[config.mk]
export PLATFORM = sky130hd
export DESIGN_NAME = peripheral_unit
export DESIGN_NICKNAME = d
export VERILOG_FILES = /design/src/common/periph_bus_pkg.sv /design/src/common/periph_cfg_pkg.sv /design/src/hw/periph_addr_decode.sv /design/src/hw/periph_read_mux.sv /design/src/hw/peripheral_unit.sv /design/src/pwm/pwm_block.sv /design/src/timer/timer_block.sv
export SDC_FILE = /design/constraint.sdc
export NUM_CORES = 1
export LEC_CHECK = 0
export ABC_AREA = 1
export BUFFER_PORTS_ARGS = -buffer_cell sky130_fd_sc_hd__buf_2
export CAP_MARGIN = 20
export CORE_MARGIN = 8
export CORE_UTILIZATION = 48
export DETAILED_ROUTE_END_ITERATION = 12
export PLACE_DENSITY = 0.71
export SYNTH_ARGS = -nofsm -noshare
export SYNTH_HDL_FRONTEND = slang
export SYNTH_HIERARCHICAL = 1
export SYNTH_SLANG_ARGS = --single-unit
[constraint.sdc]
create_clock -name clk -period 1.8 [get_ports clk]
set_clock_uncertainty 0.2 [all_clocks]
set_input_delay 0.09 -clock clk [delete_from_list [all_inputs] [get_ports clk]]
set_output_delay 0.09 -clock clk [all_outputs]
set_load 0.02 [all_outputs]
[src/common/periph_bus_pkg.sv]
package periph_bus_pkg;

   ////////////////////////////////////////
   // Core bus widths
   ////////////////////////////////////////

   localparam int DATA_W = 32;
   localparam int ADDR_W = 32;
   localparam int BE_W   = 4;

   ////////////////////////////////////////
   // Address map
   ////////////////////////////////////////

   // Block field, bits 11:8
   localparam int BLK_LSB  = 8;
   localparam int BLK_W    = 4;
   // Instance field, bits 7:5
   localparam int INST_LSB = 5;
   localparam int INST_W   = 3;
   // Word index inside an instance, bits 4:2
   localparam int REG_LSB  = 2;
   localparam int REG_W    = 3;

   // Upper address bits 31:12 of the unit
   localparam logic [ADDR_W-BLK_LSB-BLK_W-1:0] PERIPH_BASE = 20'h10000;

   localparam logic [BLK_W-1:0] BLK_TIMER = 4'd0;
   localparam logic [BLK_W-1:0] BLK_PWM   = 4'd1;

   // Timer registers
   localparam logic [REG_W-1:0] TIM_CTRL     = 3'd0;
   localparam logic [REG_W-1:0] TIM_THRESH_L = 3'd1;
   localparam logic [REG_W-1:0] TIM_THRESH_H = 3'd2;
   localparam logic [REG_W-1:0] TIM_OUT_L    = 3'd3;
   localparam logic [REG_W-1:0] TIM_OUT_H    = 3'd4;

   // PWM registers
   localparam logic [REG_W-1:0] PWM_EN         = 3'd0;
   localparam logic [REG_W-1:0] PWM_PERIOD_DIV = 3'd1;
   localparam logic [REG_W-1:0] PWM_SETPOINT   = 3'd2;

endpackage

[src/common/periph_cfg_pkg.sv]
package periph_cfg_pkg;

   ////////////////////////////////////////
   // Instance counts
   ////////////////////////////////////////

   // Timer 0 drives the core timer interrupt
   localparam int TIM_INST_NUM = 2;

   // One output pin per channel
   localparam int PWM_INST_NUM = 2;

   ////////////////////////////////////////
   // Timer fields
   ////////////////////////////////////////

   // mtime and threshold, read as two words
   localparam int TIM_CNT_W = 64;

   ////////////////////////////////////////
   // PWM fields
   ////////////////////////////////////////

   // Setpoint and modulation counter, 0 to 255
   localparam int MOD_WIDTH = 8;

   // Prescaler limit
   localparam int PWM_DIV_W = 8;

endpackage

[src/hw/periph_addr_decode.sv]
module periph_addr_decode (
   input  logic                                  clk,
   input  logic                                  i_arst_n,
   input  logic                                  i_req,
   input  logic                                  i_we,
   input  logic [periph_bus_pkg::ADDR_W-1:0]     i_addr,
   output logic                                  o_gnt,
   output logic [periph_cfg_pkg::TIM_INST_NUM-1:0] o_tim_wr,
   output logic [periph_cfg_pkg::PWM_INST_NUM-1:0] o_pwm_wr,
   output logic [periph_bus_pkg::REG_W-1:0]      o_reg_sel,
   output logic                                  o_acc_q,
   output logic                                  o_rd_hit_q,
   output logic [periph_bus_pkg::BLK_W-1:0]      o_rd_blk_q,
   output logic [periph_bus_pkg::INST_W-1:0]     o_rd_inst_q,
   output logic [periph_bus_pkg::REG_W-1:0]      o_rd_reg_q
);
   import periph_bus_pkg::*;
   import periph_cfg_pkg::*;

   logic [BLK_W-1:0]  blk;
   logic [INST_W-1:0] inst;
   logic              base_ok;
   logic              hit;

   // Never busy
   assign o_gnt = i_req;

   assign blk       = i_addr[BLK_LSB +: BLK_W];
   assign inst      = i_addr[INST_LSB +: INST_W];
   assign o_reg_sel = i_addr[REG_LSB +: REG_W];
   assign base_ok   = i_addr[ADDR_W-1:BLK_LSB+BLK_W] == PERIPH_BASE;

   assign hit = base_ok &&
                ((blk == BLK_TIMER && inst < INST_W'(TIM_INST_NUM)) ||
                 (blk == BLK_PWM && inst < INST_W'(PWM_INST_NUM)));

   always_comb begin
      for (int k = 0; k < TIM_INST_NUM; k++) begin
         o_tim_wr[k] = i_req && i_we && hit && blk == BLK_TIMER && inst == INST_W'(k);
      end
      for (int k = 0; k < PWM_INST_NUM; k++) begin
         o_pwm_wr[k] = i_req && i_we && hit && blk == BLK_PWM && inst == INST_W'(k);
      end
   end

   ////////////////////////////////////////
   // Selection for the result stage
   ////////////////////////////////////////

   always_ff @(posedge clk or negedge i_arst_n) begin
      if (!i_arst_n) begin
         o_acc_q    <= 1'b0;
         o_rd_hit_q <= 1'b0;
      end else begin
         o_acc_q    <= i_req;
         o_rd_hit_q <= i_req && !i_we && hit;
      end
   end

   always_ff @(posedge clk or negedge i_arst_n) begin
      if (!i_arst_n) begin
         o_rd_blk_q  <= '0;
         o_rd_inst_q <= '0;
         o_rd_reg_q  <= '0;
      end else if (i_req) begin
         o_rd_blk_q  <= blk;
         o_rd_inst_q <= inst;
         o_rd_reg_q  <= o_reg_sel;
      end
   end

   a_one_strobe : assert property (@(posedge clk) disable iff (!i_arst_n)
      $onehot0({o_tim_wr, o_pwm_wr}));

endmodule

[src/hw/periph_read_mux.sv]
module periph_read_mux (
   input  logic                                 clk,
   input  logic                                 i_arst_n,
   input  logic                                 i_acc_q,
   input  logic                                 i_rd_hit_q,
   input  logic [periph_bus_pkg::BLK_W-1:0]     i_rd_blk_q,
   input  logic [periph_bus_pkg::INST_W-1:0]    i_rd_inst_q,
   input  logic [periph_bus_pkg::REG_W-1:0]     i_rd_reg_q,
   input  logic [periph_cfg_pkg::TIM_INST_NUM-1:0] i_tim_en,
   input  logic [periph_cfg_pkg::TIM_CNT_W-1:0] i_tim_thresh [periph_cfg_pkg::TIM_INST_NUM],
   input  logic [periph_cfg_pkg::TIM_CNT_W-1:0] i_tim_mtime [periph_cfg_pkg::TIM_INST_NUM],
   input  logic [periph_cfg_pkg::PWM_INST_NUM-1:0] i_pwm_en,
   input  logic [periph_cfg_pkg::PWM_DIV_W-1:0] i_pwm_div [periph_cfg_pkg::PWM_INST_NUM],
   input  logic [periph_cfg_pkg::MOD_WIDTH-1:0] i_pwm_setpoint [periph_cfg_pkg::PWM_INST_NUM],
   output logic                                 o_rvalid,
   output logic [periph_bus_pkg::DATA_W-1:0]    o_rdata
);
   import periph_bus_pkg::*;

   always_comb begin
      o_rdata = '0;
      if (i_rd_hit_q && i_rd_blk_q == BLK_TIMER) begin
         for (int k = 0; k < $size(i_tim_thresh); k++) begin
            if (i_rd_inst_q == INST_W'(k)) begin
               case (i_rd_reg_q)
                  TIM_CTRL:     o_rdata = DATA_W'(i_tim_en[k]);
                  TIM_THRESH_L: o_rdata = i_tim_thresh[k][DATA_W-1:0];
                  TIM_THRESH_H: o_rdata = i_tim_thresh[k][2*DATA_W-1:DATA_W];
                  TIM_OUT_L:    o_rdata = i_tim_mtime[k][DATA_W-1:0];
                  TIM_OUT_H:    o_rdata = i_tim_mtime[k][2*DATA_W-1:DATA_W];
                  default:      o_rdata = '0;
               endcase
            end
         end
      end else if (i_rd_hit_q && i_rd_blk_q == BLK_PWM) begin
         for (int k = 0; k < $size(i_pwm_div); k++) begin
            if (i_rd_inst_q == INST_W'(k)) begin
               case (i_rd_reg_q)
                  PWM_EN:         o_rdata = DATA_W'(i_pwm_en[k]);
                  PWM_PERIOD_DIV: o_rdata = DATA_W'(i_pwm_div[k]);
                  PWM_SETPOINT:   o_rdata = DATA_W'(i_pwm_setpoint[k]);
                  default:        o_rdata = '0;
               endcase
            end
         end
      end
   end

   // Response one cycle after every accepted request
   assign o_rvalid = i_acc_q;

   a_quiet_bus : assert property (@(posedge clk) disable iff (!i_arst_n)
      !o_rvalid |-> (!i_rd_hit_q && o_rdata == '0));

endmodule

[src/hw/peripheral_unit.sv]
module peripheral_unit (
   input  logic                                    clk,
   input  logic                                    i_arst_n,
   input  logic                                    i_req,
   input  logic                                    i_we,
   input  logic [periph_bus_pkg::ADDR_W-1:0]       i_addr,
   input  logic [periph_bus_pkg::DATA_W-1:0]       i_wdata,
   input  logic [periph_bus_pkg::BE_W-1:0]         i_be,
   output logic                                    o_gnt,
   output logic                                    o_rvalid,
   output logic [periph_bus_pkg::DATA_W-1:0]       o_rdata,
   output logic                                    o_timer_intr,
   output logic [periph_cfg_pkg::PWM_INST_NUM-1:0] o_pwm_out
);
   import periph_bus_pkg::*;
   import periph_cfg_pkg::*;

   logic [TIM_INST_NUM-1:0] tim_wr;
   logic [PWM_INST_NUM-1:0] pwm_wr;
   logic [REG_W-1:0]        reg_sel;
   logic                    acc_q;
   logic                    rd_hit_q;
   logic [BLK_W-1:0]        rd_blk_q;
   logic [INST_W-1:0]       rd_inst_q;
   logic [REG_W-1:0]        rd_reg_q;

   logic [TIM_INST_NUM-1:0] tim_en;
   logic [TIM_INST_NUM-1:0] tim_int;
   logic [TIM_CNT_W-1:0]    tim_thresh [TIM_INST_NUM];
   logic [TIM_CNT_W-1:0]    tim_mtime [TIM_INST_NUM];

   logic [PWM_INST_NUM-1:0] pwm_en;
   logic [PWM_DIV_W-1:0]    pwm_div [PWM_INST_NUM];
   logic [MOD_WIDTH-1:0]    pwm_setpoint [PWM_INST_NUM];

   ////////////////////////////////////////
   // Decode
   ////////////////////////////////////////

   periph_addr_decode u_decode (
      .clk         (clk),
      .i_arst_n    (i_arst_n),
      .i_req       (i_req),
      .i_we        (i_we),
      .i_addr      (i_addr),
      .o_gnt       (o_gnt),
      .o_tim_wr    (tim_wr),
      .o_pwm_wr    (pwm_wr),
      .o_reg_sel   (reg_sel),
      .o_acc_q     (acc_q),
      .o_rd_hit_q  (rd_hit_q),
      .o_rd_blk_q  (rd_blk_q),
      .o_rd_inst_q (rd_inst_q),
      .o_rd_reg_q  (rd_reg_q)
   );

   ////////////////////////////////////////
   // Execute
   ////////////////////////////////////////

   genvar gt;
   generate
      for (gt = 0; gt < TIM_INST_NUM; gt++) begin : g_timer
         timer_block u_timer (
            .clk       (clk),
            .i_arst_n  (i_arst_n),
            .i_wr      (tim_wr[gt]),
            .i_reg_sel (reg_sel),
            .i_wdata   (i_wdata),
            .i_be      (i_be),
            .o_en      (tim_en[gt]),
            .o_thresh  (tim_thresh[gt]),
            .o_mtime   (tim_mtime[gt]),
            .o_int     (tim_int[gt])
         );
      end
   endgenerate

   genvar gp;
   generate
      for (gp = 0; gp < PWM_INST_NUM; gp++) begin : g_pwm
         pwm_block u_pwm (
            .clk          (clk),
            .i_arst_n     (i_arst_n),
            .i_wr         (pwm_wr[gp]),
            .i_reg_sel    (reg_sel),
            .i_wdata      (i_wdata),
            .i_be         (i_be),
            .o_en         (pwm_en[gp]),
            .o_period_div (pwm_div[gp]),
            .o_setpoint   (pwm_setpoint[gp]),
            .o_pwm        (o_pwm_out[gp])
         );
      end
   endgenerate

   // Only timer 0 reaches the core
   assign o_timer_intr = tim_int[0];

   ////////////////////////////////////////
   // Result
   ////////////////////////////////////////

   periph_read_mux u_read_mux (
      .clk            (clk),
      .i_arst_n       (i_arst_n),
      .i_acc_q        (acc_q),
      .i_rd_hit_q     (rd_hit_q),
      .i_rd_blk_q     (rd_blk_q),
      .i_rd_inst_q    (rd_inst_q),
      .i_rd_reg_q     (rd_reg_q),
      .i_tim_en       (tim_en),
      .i_tim_thresh   (tim_thresh),
      .i_tim_mtime    (tim_mtime),
      .i_pwm_en       (pwm_en),
      .i_pwm_div      (pwm_div),
      .i_pwm_setpoint (pwm_setpoint),
      .o_rvalid       (o_rvalid),
      .o_rdata        (o_rdata)
   );

endmodule

[src/pwm/pwm_block.sv]
module pwm_block (
   input  logic                                 clk,
   input  logic                                 i_arst_n,
   input  logic                                 i_wr,
   input  logic [periph_bus_pkg::REG_W-1:0]     i_reg_sel,
   input  logic [periph_bus_pkg::DATA_W-1:0]    i_wdata,
   input  logic [periph_bus_pkg::BE_W-1:0]      i_be,
   output logic                                 o_en,
   output logic [periph_cfg_pkg::PWM_DIV_W-1:0] o_period_div,
   output logic [periph_cfg_pkg::MOD_WIDTH-1:0] o_setpoint,
   output logic                                 o_pwm
);
   import periph_bus_pkg::*;
   import periph_cfg_pkg::*;

   logic [PWM_DIV_W-1:0] presc;
   logic [MOD_WIDTH-1:0] mod_cnt;
   logic                 div_wr;

   // All fields sit in byte lane 0
   assign div_wr = i_wr && i_be[0] && i_reg_sel == PWM_PERIOD_DIV;

   always_ff @(posedge clk or negedge i_arst_n) begin
      if (!i_arst_n) begin
         o_en         <= 1'b0;
         o_period_div <= '0;
         o_setpoint   <= '0;
      end else if (i_wr && i_be[0]) begin
         case (i_reg_sel)
            PWM_EN:         o_en         <= i_wdata[0];
            PWM_PERIOD_DIV: o_period_div <= i_wdata[PWM_DIV_W-1:0];
            PWM_SETPOINT:   o_setpoint   <= i_wdata[MOD_WIDTH-1:0];
            default: ;
         endcase
      end
   end

   ////////////////////////////////////////
   // Prescaler and modulation counter
   ////////////////////////////////////////

   always_ff @(posedge clk or negedge i_arst_n) begin
      if (!i_arst_n) begin
         presc   <= '0;
         mod_cnt <= '0;
      end else if (!o_en) begin
         presc   <= '0;
         mod_cnt <= '0;
      end else if (div_wr) begin
         // Restart the period so the prescaler never runs past a smaller divider
         presc <= '0;
      end else if (presc == o_period_div) begin
         presc   <= '0;
         mod_cnt <= mod_cnt + MOD_WIDTH'(1);
      end else begin
         presc <= presc + PWM_DIV_W'(1);
      end
   end

   assign o_pwm = o_en && (mod_cnt < o_setpoint);

   a_presc_range : assert property (@(posedge clk) disable iff (!i_arst_n)
      presc <= o_period_div);

endmodule

[src/timer/timer_block.sv]
module timer_block (
   input  logic                                 clk,
   input  logic                                 i_arst_n,
   input  logic                                 i_wr,
   input  logic [periph_bus_pkg::REG_W-1:0]     i_reg_sel,
   input  logic [periph_bus_pkg::DATA_W-1:0]    i_wdata,
   input  logic [periph_bus_pkg::BE_W-1:0]      i_be,
   output logic                                 o_en,
   output logic [periph_cfg_pkg::TIM_CNT_W-1:0] o_thresh,
   output logic [periph_cfg_pkg::TIM_CNT_W-1:0] o_mtime,
   output logic                                 o_int
);
   import periph_bus_pkg::*;
   import periph_cfg_pkg::*;

   ////////////////////////////////////////
   // Register writes
   ////////////////////////////////////////

   always_ff @(posedge clk or negedge i_arst_n) begin
      if (!i_arst_n) begin
         o_en     <= 1'b0;
         o_thresh <= '0;
      end else if (i_wr) begin
         case (i_reg_sel)
            TIM_CTRL: begin
               if (i_be[0]) begin
                  o_en <= i_wdata[0];
               end
            end
            TIM_THRESH_L: begin
               for (int b = 0; b < BE_W; b++) begin
                  if (i_be[b]) begin
                     o_thresh[b*8 +: 8] <= i_wdata[b*8 +: 8];
                  end
               end
            end
            TIM_THRESH_H: begin
               for (int b = 0; b < BE_W; b++) begin
                  if (i_be[b]) begin
                     o_thresh[DATA_W + b*8 +: 8] <= i_wdata[b*8 +: 8];
                  end
               end
            end
            // OUT words are read-only
            default: ;
         endcase
      end
   end

   ////////////////////////////////////////
   // Counter and compare
   ////////////////////////////////////////

   always_ff @(posedge clk or negedge i_arst_n) begin
      if (!i_arst_n) begin
         o_mtime <= '0;
      end else if (o_en) begin
         o_mtime <= o_mtime + TIM_CNT_W'(1);
      end
   end

   // Level interrupt, stays up until the threshold moves or the timer stops
   assign o_int = o_en && (o_mtime >= o_thresh);

   a_int_holds : assert property (@(posedge clk) disable iff (!i_arst_n)
      o_int && !i_wr |=> o_int);

endmodule
==> impl_metrics.py, run 1 <==
metrics = {
    "pwr": {
        "p_leak_nw": 17.1,
        "power_density_nw_per_um2": 546,
        "vdd_drop_max_mv": 0.640,
        "power_w": 0.0182,
    },
    "global_routing": {
        "grt_pass1_vias": 24200,
        "grt_usage_pct": 31.0,
        "grt-ovfl-total": 0,
        "grt_start_max_net_pins": 55,
        "antenna_found_initial": 1,
        "grt_pass1_wl_um": 132000,
    },
    "drt": {
        "route.detailed.drc": 0,
        "first_iter_violations": 2890,
        "ant_nets": 0,
        "drt_wl_total_um": 89700,
        "firstDrtPassIters": 7,
        "wl_per_cell_um": 19.1,
        "num_vias": 25700,
        "via_per_inst": 5.47,
    },
    "synthesis": {
        "syn_avg_cell_area_um2": 6.88,
        "synth_cells": 3246,
        "synthesis.nets": 3402,
        "synth-warning-count": 6,
        "syn_area_um2": 22300,
    },
    "outcome": {
        "violations": "setup timing",
        "outcome": "finished, violations left",
    },
    "setup_path": {
        "cp.depth": 9,
        "cp-startpoint": "g_timer[0].u_timer/o_thresh[37]",
        "critPathLaunchType": "flop",
        "max_stage_delay_ps": 400,
        "end_kind": "primary output",
        "reg2reg_to": "g_timer[0].u_timer/o_mtime[35]",
        "cp_top_family": "simple AND/OR/NAND/NOR gates",
        "critical_path_arrival_ps": 2510,
        "cp_data_required_time_ps": 1510,
        "cp_max_fo": 3,
        "path_cells": "inv_2 > ha_4 > nand2_1 > nor2_2 > nand4_1 > nor3_4 > nand2_2 > a21oi_4 > buf_6",
        "path_buf_inv": 2,
        "r2r_setup_slack_ps": -680,
        "crit_end": "o_timer_intr",
        "r2r_start": "g_timer[0].u_timer/o_mtime[11]",
        "reg2reg_depth": 13,
        "criticalPathCategory": "flop to primary output",
        "slowest_stage": "dfrtp_1",
    },
    "finish": {
        "multi_input_area_um2": 13400,
        "seqCellArea_um2": 8450,
        "finalNetCount": 4205,
        "synthToLayoutAreaGrowth_pct": 49.4,
        "num-fill-cells": 3369,
        "layout_common_cells": "nand2_1, buf_4, inv_1",
        "utilization_pct": 72.1,
        "fin_cells": 4689,
        "final_common_cell": "nand2_1",
        "drive_gt1_share_pct": 33.5,
    },
    "floorplanning": {
        "placementRows": 79,
        "die_x_um": 232,
        "ios": 109,
        "design.die.area_um2": 53700,
        "start_util_pct": 48.2,
        "coreArea_um2": 46300,
        "die_y_um": 232,
    },
    "timing": {
        "worstMarginPinSlew_ps": 582,
        "whs_ps": 117,
        "layout_min_cycle_time_ps": 2800,
        "max_freq_mhz": 357,
        "fin_crit_sh_pct": 156,
        "slew_violations": 0,
        "rsz0062_at_grt": "true",
        "finalWorstSetupSlack_ps": -1000,
        "maxSlewHeadroom_pct": 61.1,
        "hold_viol_final": 0,
        "finalSetupViolCount": 135,
    },
    "clock_tree": {
        "root_buffer": "clkbuf_16",
        "clk_path_buf_depth": 3,
        "htree_levels": 2,
        "insertion_delay_ps": 590,
        "clkSinkCount": 336,
        "numCtsBuffers": 42,
        "path_clk_slew_ps": 60,
        "cts_tree": "yes",
    },
    "worst_hold_path": {
        "hold_class": "input pin to flop",
    },
    "run": {
        "cap_violations": 0,
    },
    "place": {
        "gp_congestion": 0.996,
        "place_ws_ps": -431,
        "dp.cells": 4449,
        "detailed_place_hpwl_um": 59800,
        "portBuffers": 106,
    },
}
-- tightest hold or removal path, stage by stage --
cell	delay (ps)
buf_2	100
mux2_2	130
dlygate4sd3_1	540
-- power by group --
part	internal [W]	leakage (nW)	total [W]	switching (W)
Clock	0.00524	0.694	0.00885	0.00361
Sequential	0.00758	4.62	0.00761	0.0000278
Combinational	0.000783	11.8	0.00175	0.000971
Total	0.0136	17.1	0.0182	0.00461
-- what timing repair did --
item                                    4_1_cts  5_1_grt
hold buffers                                 54        0
endpoints found under the setup margin      134      338
cloned                                       14       10
endpoints found under the hold margin       522        0
buffers inserted                             47       45
pin swaps                                    94      159
gates resized for setup                     331      305
-- per-stage QoR --
stage,TNS [ps],instance area (µm²)
floorplan,-872,22400
global placement,-52960,28000
detailed placement,-58710,28000
CTS,-66140,31800
global route,-65890,33300
finish,-54330,33300
-- flip-flops by register name, indices dropped and copies added (netlist names) --
register	count
u_decode/o_acc_q	1
g_pwm.u_pwm/o_en	2
u_decode/o_rd_reg_q	3
g_timer.u_timer/o_mtime	128
g_pwm.u_pwm/mod_cnt	16
g_pwm.u_pwm/o_setpoint	16
g_timer.u_timer/o_en	2
u_decode/o_rd_inst_q	3
u_decode/o_rd_hit_q	1
g_pwm.u_pwm/presc	16
g_pwm.u_pwm/o_period_div	16
g_timer.u_timer/o_thresh	128
u_decode/o_rd_blk_q	4
-- worst min path at each step --
stage	from	cells past startpoint	slack [ps]	to
after floorplan	i_arst_n	0	-410	g_pwm[0].u_pwm/mod_cnt[0]
after global placement	i_arst_n	1	-140	g_timer[1].u_timer/o_mtime[17]
after detailed placement	i_arst_n	1	-130	g_timer[1].u_timer/o_mtime[21]
after CTS	i_addr[7]	9	110	g_pwm[0].u_pwm/o_en
after global routing	i_addr[6]	3	140	u_decode/o_rd_inst_q[1]
final	i_addr[6]	3	120	u_decode/o_rd_inst_q[1]
-- cell type report --
type | count | area share, %
clock inverters | 17 | 0.537
inverters | 473 | 5.41
well taps | 607 | 2.28
repair buffers | 839 | 22.5
diodes | 1 | 0.00750
flip-flops and latches | 336 | 25.3
clock buffers | 59 | 3.71
multi-input cells | 2357 | 40.2
-- per-layer routing --
| metal | vias up | track usage, % | wire, µm |
|---|---|---|---|
| met1 | 12000 | 40.7 | 35200 |
| li1 | 11800 | - | - |
| met4 | 0 | 14.2 | 4990 |
| met5 | - | 0 | 0 |
| met3 | 324 | 4.89 | 8700 |
| met2 | 1488 | 50.1 | 40800 |
No activity file was read; power rests on OpenSTA's default activity.
==> run 2, diff against run 1 <==
Settings changed: ABC_AREA 1 to 0.
==> run 2 against run 1 <==
  * The flow finishes with violations (hold timing, setup timing)
  * Via count down 29%
  * Synthesized area fell by 12%
  * Die area decreased by 11%
  * Worst hold slack lost 350 ps
  * Non-clock buffer count is 184 lower
  * Count of clock-buffer cells in the layout decreased by 5
  * Global-route usage fell by 2.4 points
  * Clock power fell by 5.6%
  * Worst setup slack worse by 510 ps
  * Maximum frequency down 15%
  * Synthesized cell count is 42% lower
  * Critical path type unchanged
  * Critical endpoint unchanged
==> impl_metrics.py, run 2 <==
metrics = {
    "finish": {
        "synthToLayoutAreaGrowth_pct": 51.4,
        "drive_gt1_share_pct": 46.9,
        "finalNetCount": 2660,
        "final_common_cell": "buf_4",
        "layout_common_cells": "buf_4, dfrtp_1, mux2_2",
        "antenna_cells": 0,
        "top_regs": "g_timer.u_timer/o_mtime x128, g_timer.u_timer/o_thresh x128",
    },
    "setup_path": {
        "critPathLaunchType": "flop",
        "criticalPathCategory": "flop to primary output",
        "end_kind": "primary output",
        "cp_data_required_time_ps": 1510,
        "critical_path_arrival_ps": 3020,
        "cp_max_fo": 3,
    },
    "drt": {
        "wl_per_cell_um": 23.5,
        "route.detailed.drc": 0,
        "num_vias": 18200,
        "ant_nets": 0,
        "drt_wl_total_um": 72000,
        "first_iter_violations": 1635,
        "firstDrtPassIters": 5,
        "via_per_inst": 5.94,
    },
    "pwr": {
        "power_w": 0.0176,
        "power_density_nw_per_um2": 592,
        "p_leak_nw": 13.9,
        "vdd_drop_max_mv": 0.740,
    },
    "global_routing": {
        "grt_usage_pct": 28.6,
        "grt-ovfl-total": 0,
        "grt_pass1_vias": 19000,
        "antenna_found_initial": 1,
        "grt_pass1_wl_um": 107000,
        "grt_start_max_net_pins": 73,
    },
    "place": {
        "portBuffers": 106,
        "detailed_place_hpwl_um": 47600,
        "place_ws_ps": -990,
        "gp_congestion": 0.901,
    },
    "run": {
        "cap_violations": 0,
    },
    "timing": {
        "fin_crit_sh_pct": 184,
        "max_freq_mhz": 302,
        "whs_ps": -228,
        "layout_min_cycle_time_ps": 3310,
        "finalWorstSetupSlack_ps": -1510,
        "hold_viol_final": 1,
        "rsz0062_at_grt": "true",
        "slew_violations": 0,
        "maxSlewHeadroom_pct": 54.9,
        "worstMarginPinSlew_ps": 674,
        "finalSetupViolCount": 332,
    },
    "clock_tree": {
        "clkSinkCount": 336,
        "numCtsBuffers": 40,
        "htree_levels": 2,
        "path_clk_slew_ps": 60,
        "root_buffer": "clkbuf_16",
        "insertion_delay_ps": 580,
        "cts_tree": "yes",
        "clk_path_buf_depth": 3,
    },
    "outcome": {
        "outcome": "finished, violations left",
        "violations": "hold timing, setup timing",
    },
    "floorplanning": {
        "placementRows": 74,
        "start_util_pct": 48.3,
        "die_y_um": 218,
        "die_x_um": 218,
        "coreArea_um2": 40600,
        "design.die.area_um2": 47700,
        "ios": 109,
    },
    "synthesis": {
        "synthesis.nets": 2044,
        "synth_cells": 1888,
        "syn_avg_cell_area_um2": 10.4,
        "syn_area_um2": 19600,
        "synth-warning-count": 6,
    },
    "worst_hold_path": {
        "hold_class": "input pin to flop",
    },
}
## run 2: path summary, 6_finish.rpt
check                                           startpoint                               to  slack, ps  depth (start not counted)
setup / recovery            g_timer[0].u_timer/o_mtime[13]                     o_timer_intr      -1510                          9
max in group asynchronous                         i_arst_n   g_timer[0].u_timer/o_mtime[21]        910                          3
setup reg to reg                   g_timer[1].u_timer/o_en   g_timer[1].u_timer/o_mtime[48]       -510                          9
min in group asynchronous                         i_arst_n    g_timer[0].u_timer/o_mtime[2]         40                          3
hold / removal                                  i_addr[23]              u_decode/o_rd_hit_q       -230                          5
hold reg to reg            g_timer[1].u_timer/o_thresh[37]  g_timer[1].u_timer/o_thresh[37]        300                          1
## run 2: layer usage
layer  wire length [µm]  global-route usage (%)
met2              35300                    48.3
met4               3770                    12.7
met5                 12                       0
met3               5130                    4.74
met1              27800                    35.8
## run 2: critical path: stages, from the launching register on
cell and delay, ps:
dfrtp_1 390, ha_1 310, nand4_1 140, or4_4 570, nor4_4 190, a2111o_1 230
a31oi_2 130, o31ai_2 210, buf_4 180, buf_6 120
## run 2: final cells by class
cell class                      count  area [µm²]
Clock buffer                       54        1140
Clock inverter                     16         180
Fill cell                        2444       10900
Inverter                          100         375
Multi-Input combinational cell   1371       13100
Sequential cell                   336        8420
Tap cell                          532         666
Timing Repair Buffer              655        5870
## run 2: what timing repair did
action / CTS / global route
setup buffers: 36 / 35
pin swaps: 116 / 119
hold endpoints to repair: 512 / 9
setup endpoints to repair: 322 / 336
resized for setup: 308 / 218
hold buffers: 54 / 4
cloned: 4 / 3
## run 2: metrics by stage
step | instance area (µm²) | util [%] | setup TNS [ps] | cells
floorplan | 20600 | - | -87080 | 1888
global placement | 25100 | 61.6 | -184890 | 2878
detailed placement | 25100 | 61.6 | -201720 | 2878
CTS | 28500 | 70.2 | -178870 | 3039
global route | 29700 | 73.2 | -217320 | 3064
finish | 29700 | 73.2 | -198040 | 3064
## run 2: report_power, final
| group | leakage, nW | switching, W | internal (W) | total [W] |
|---|---|---|---|---|
| Clock | 0.655 | 0.00344 | 0.00491 | 0.00835 |
| Combinational | 8.69 | 0.000986 | 0.000665 | 0.00165 |
| Sequential | 4.57 | 0.0000225 | 0.00758 | 0.00760 |
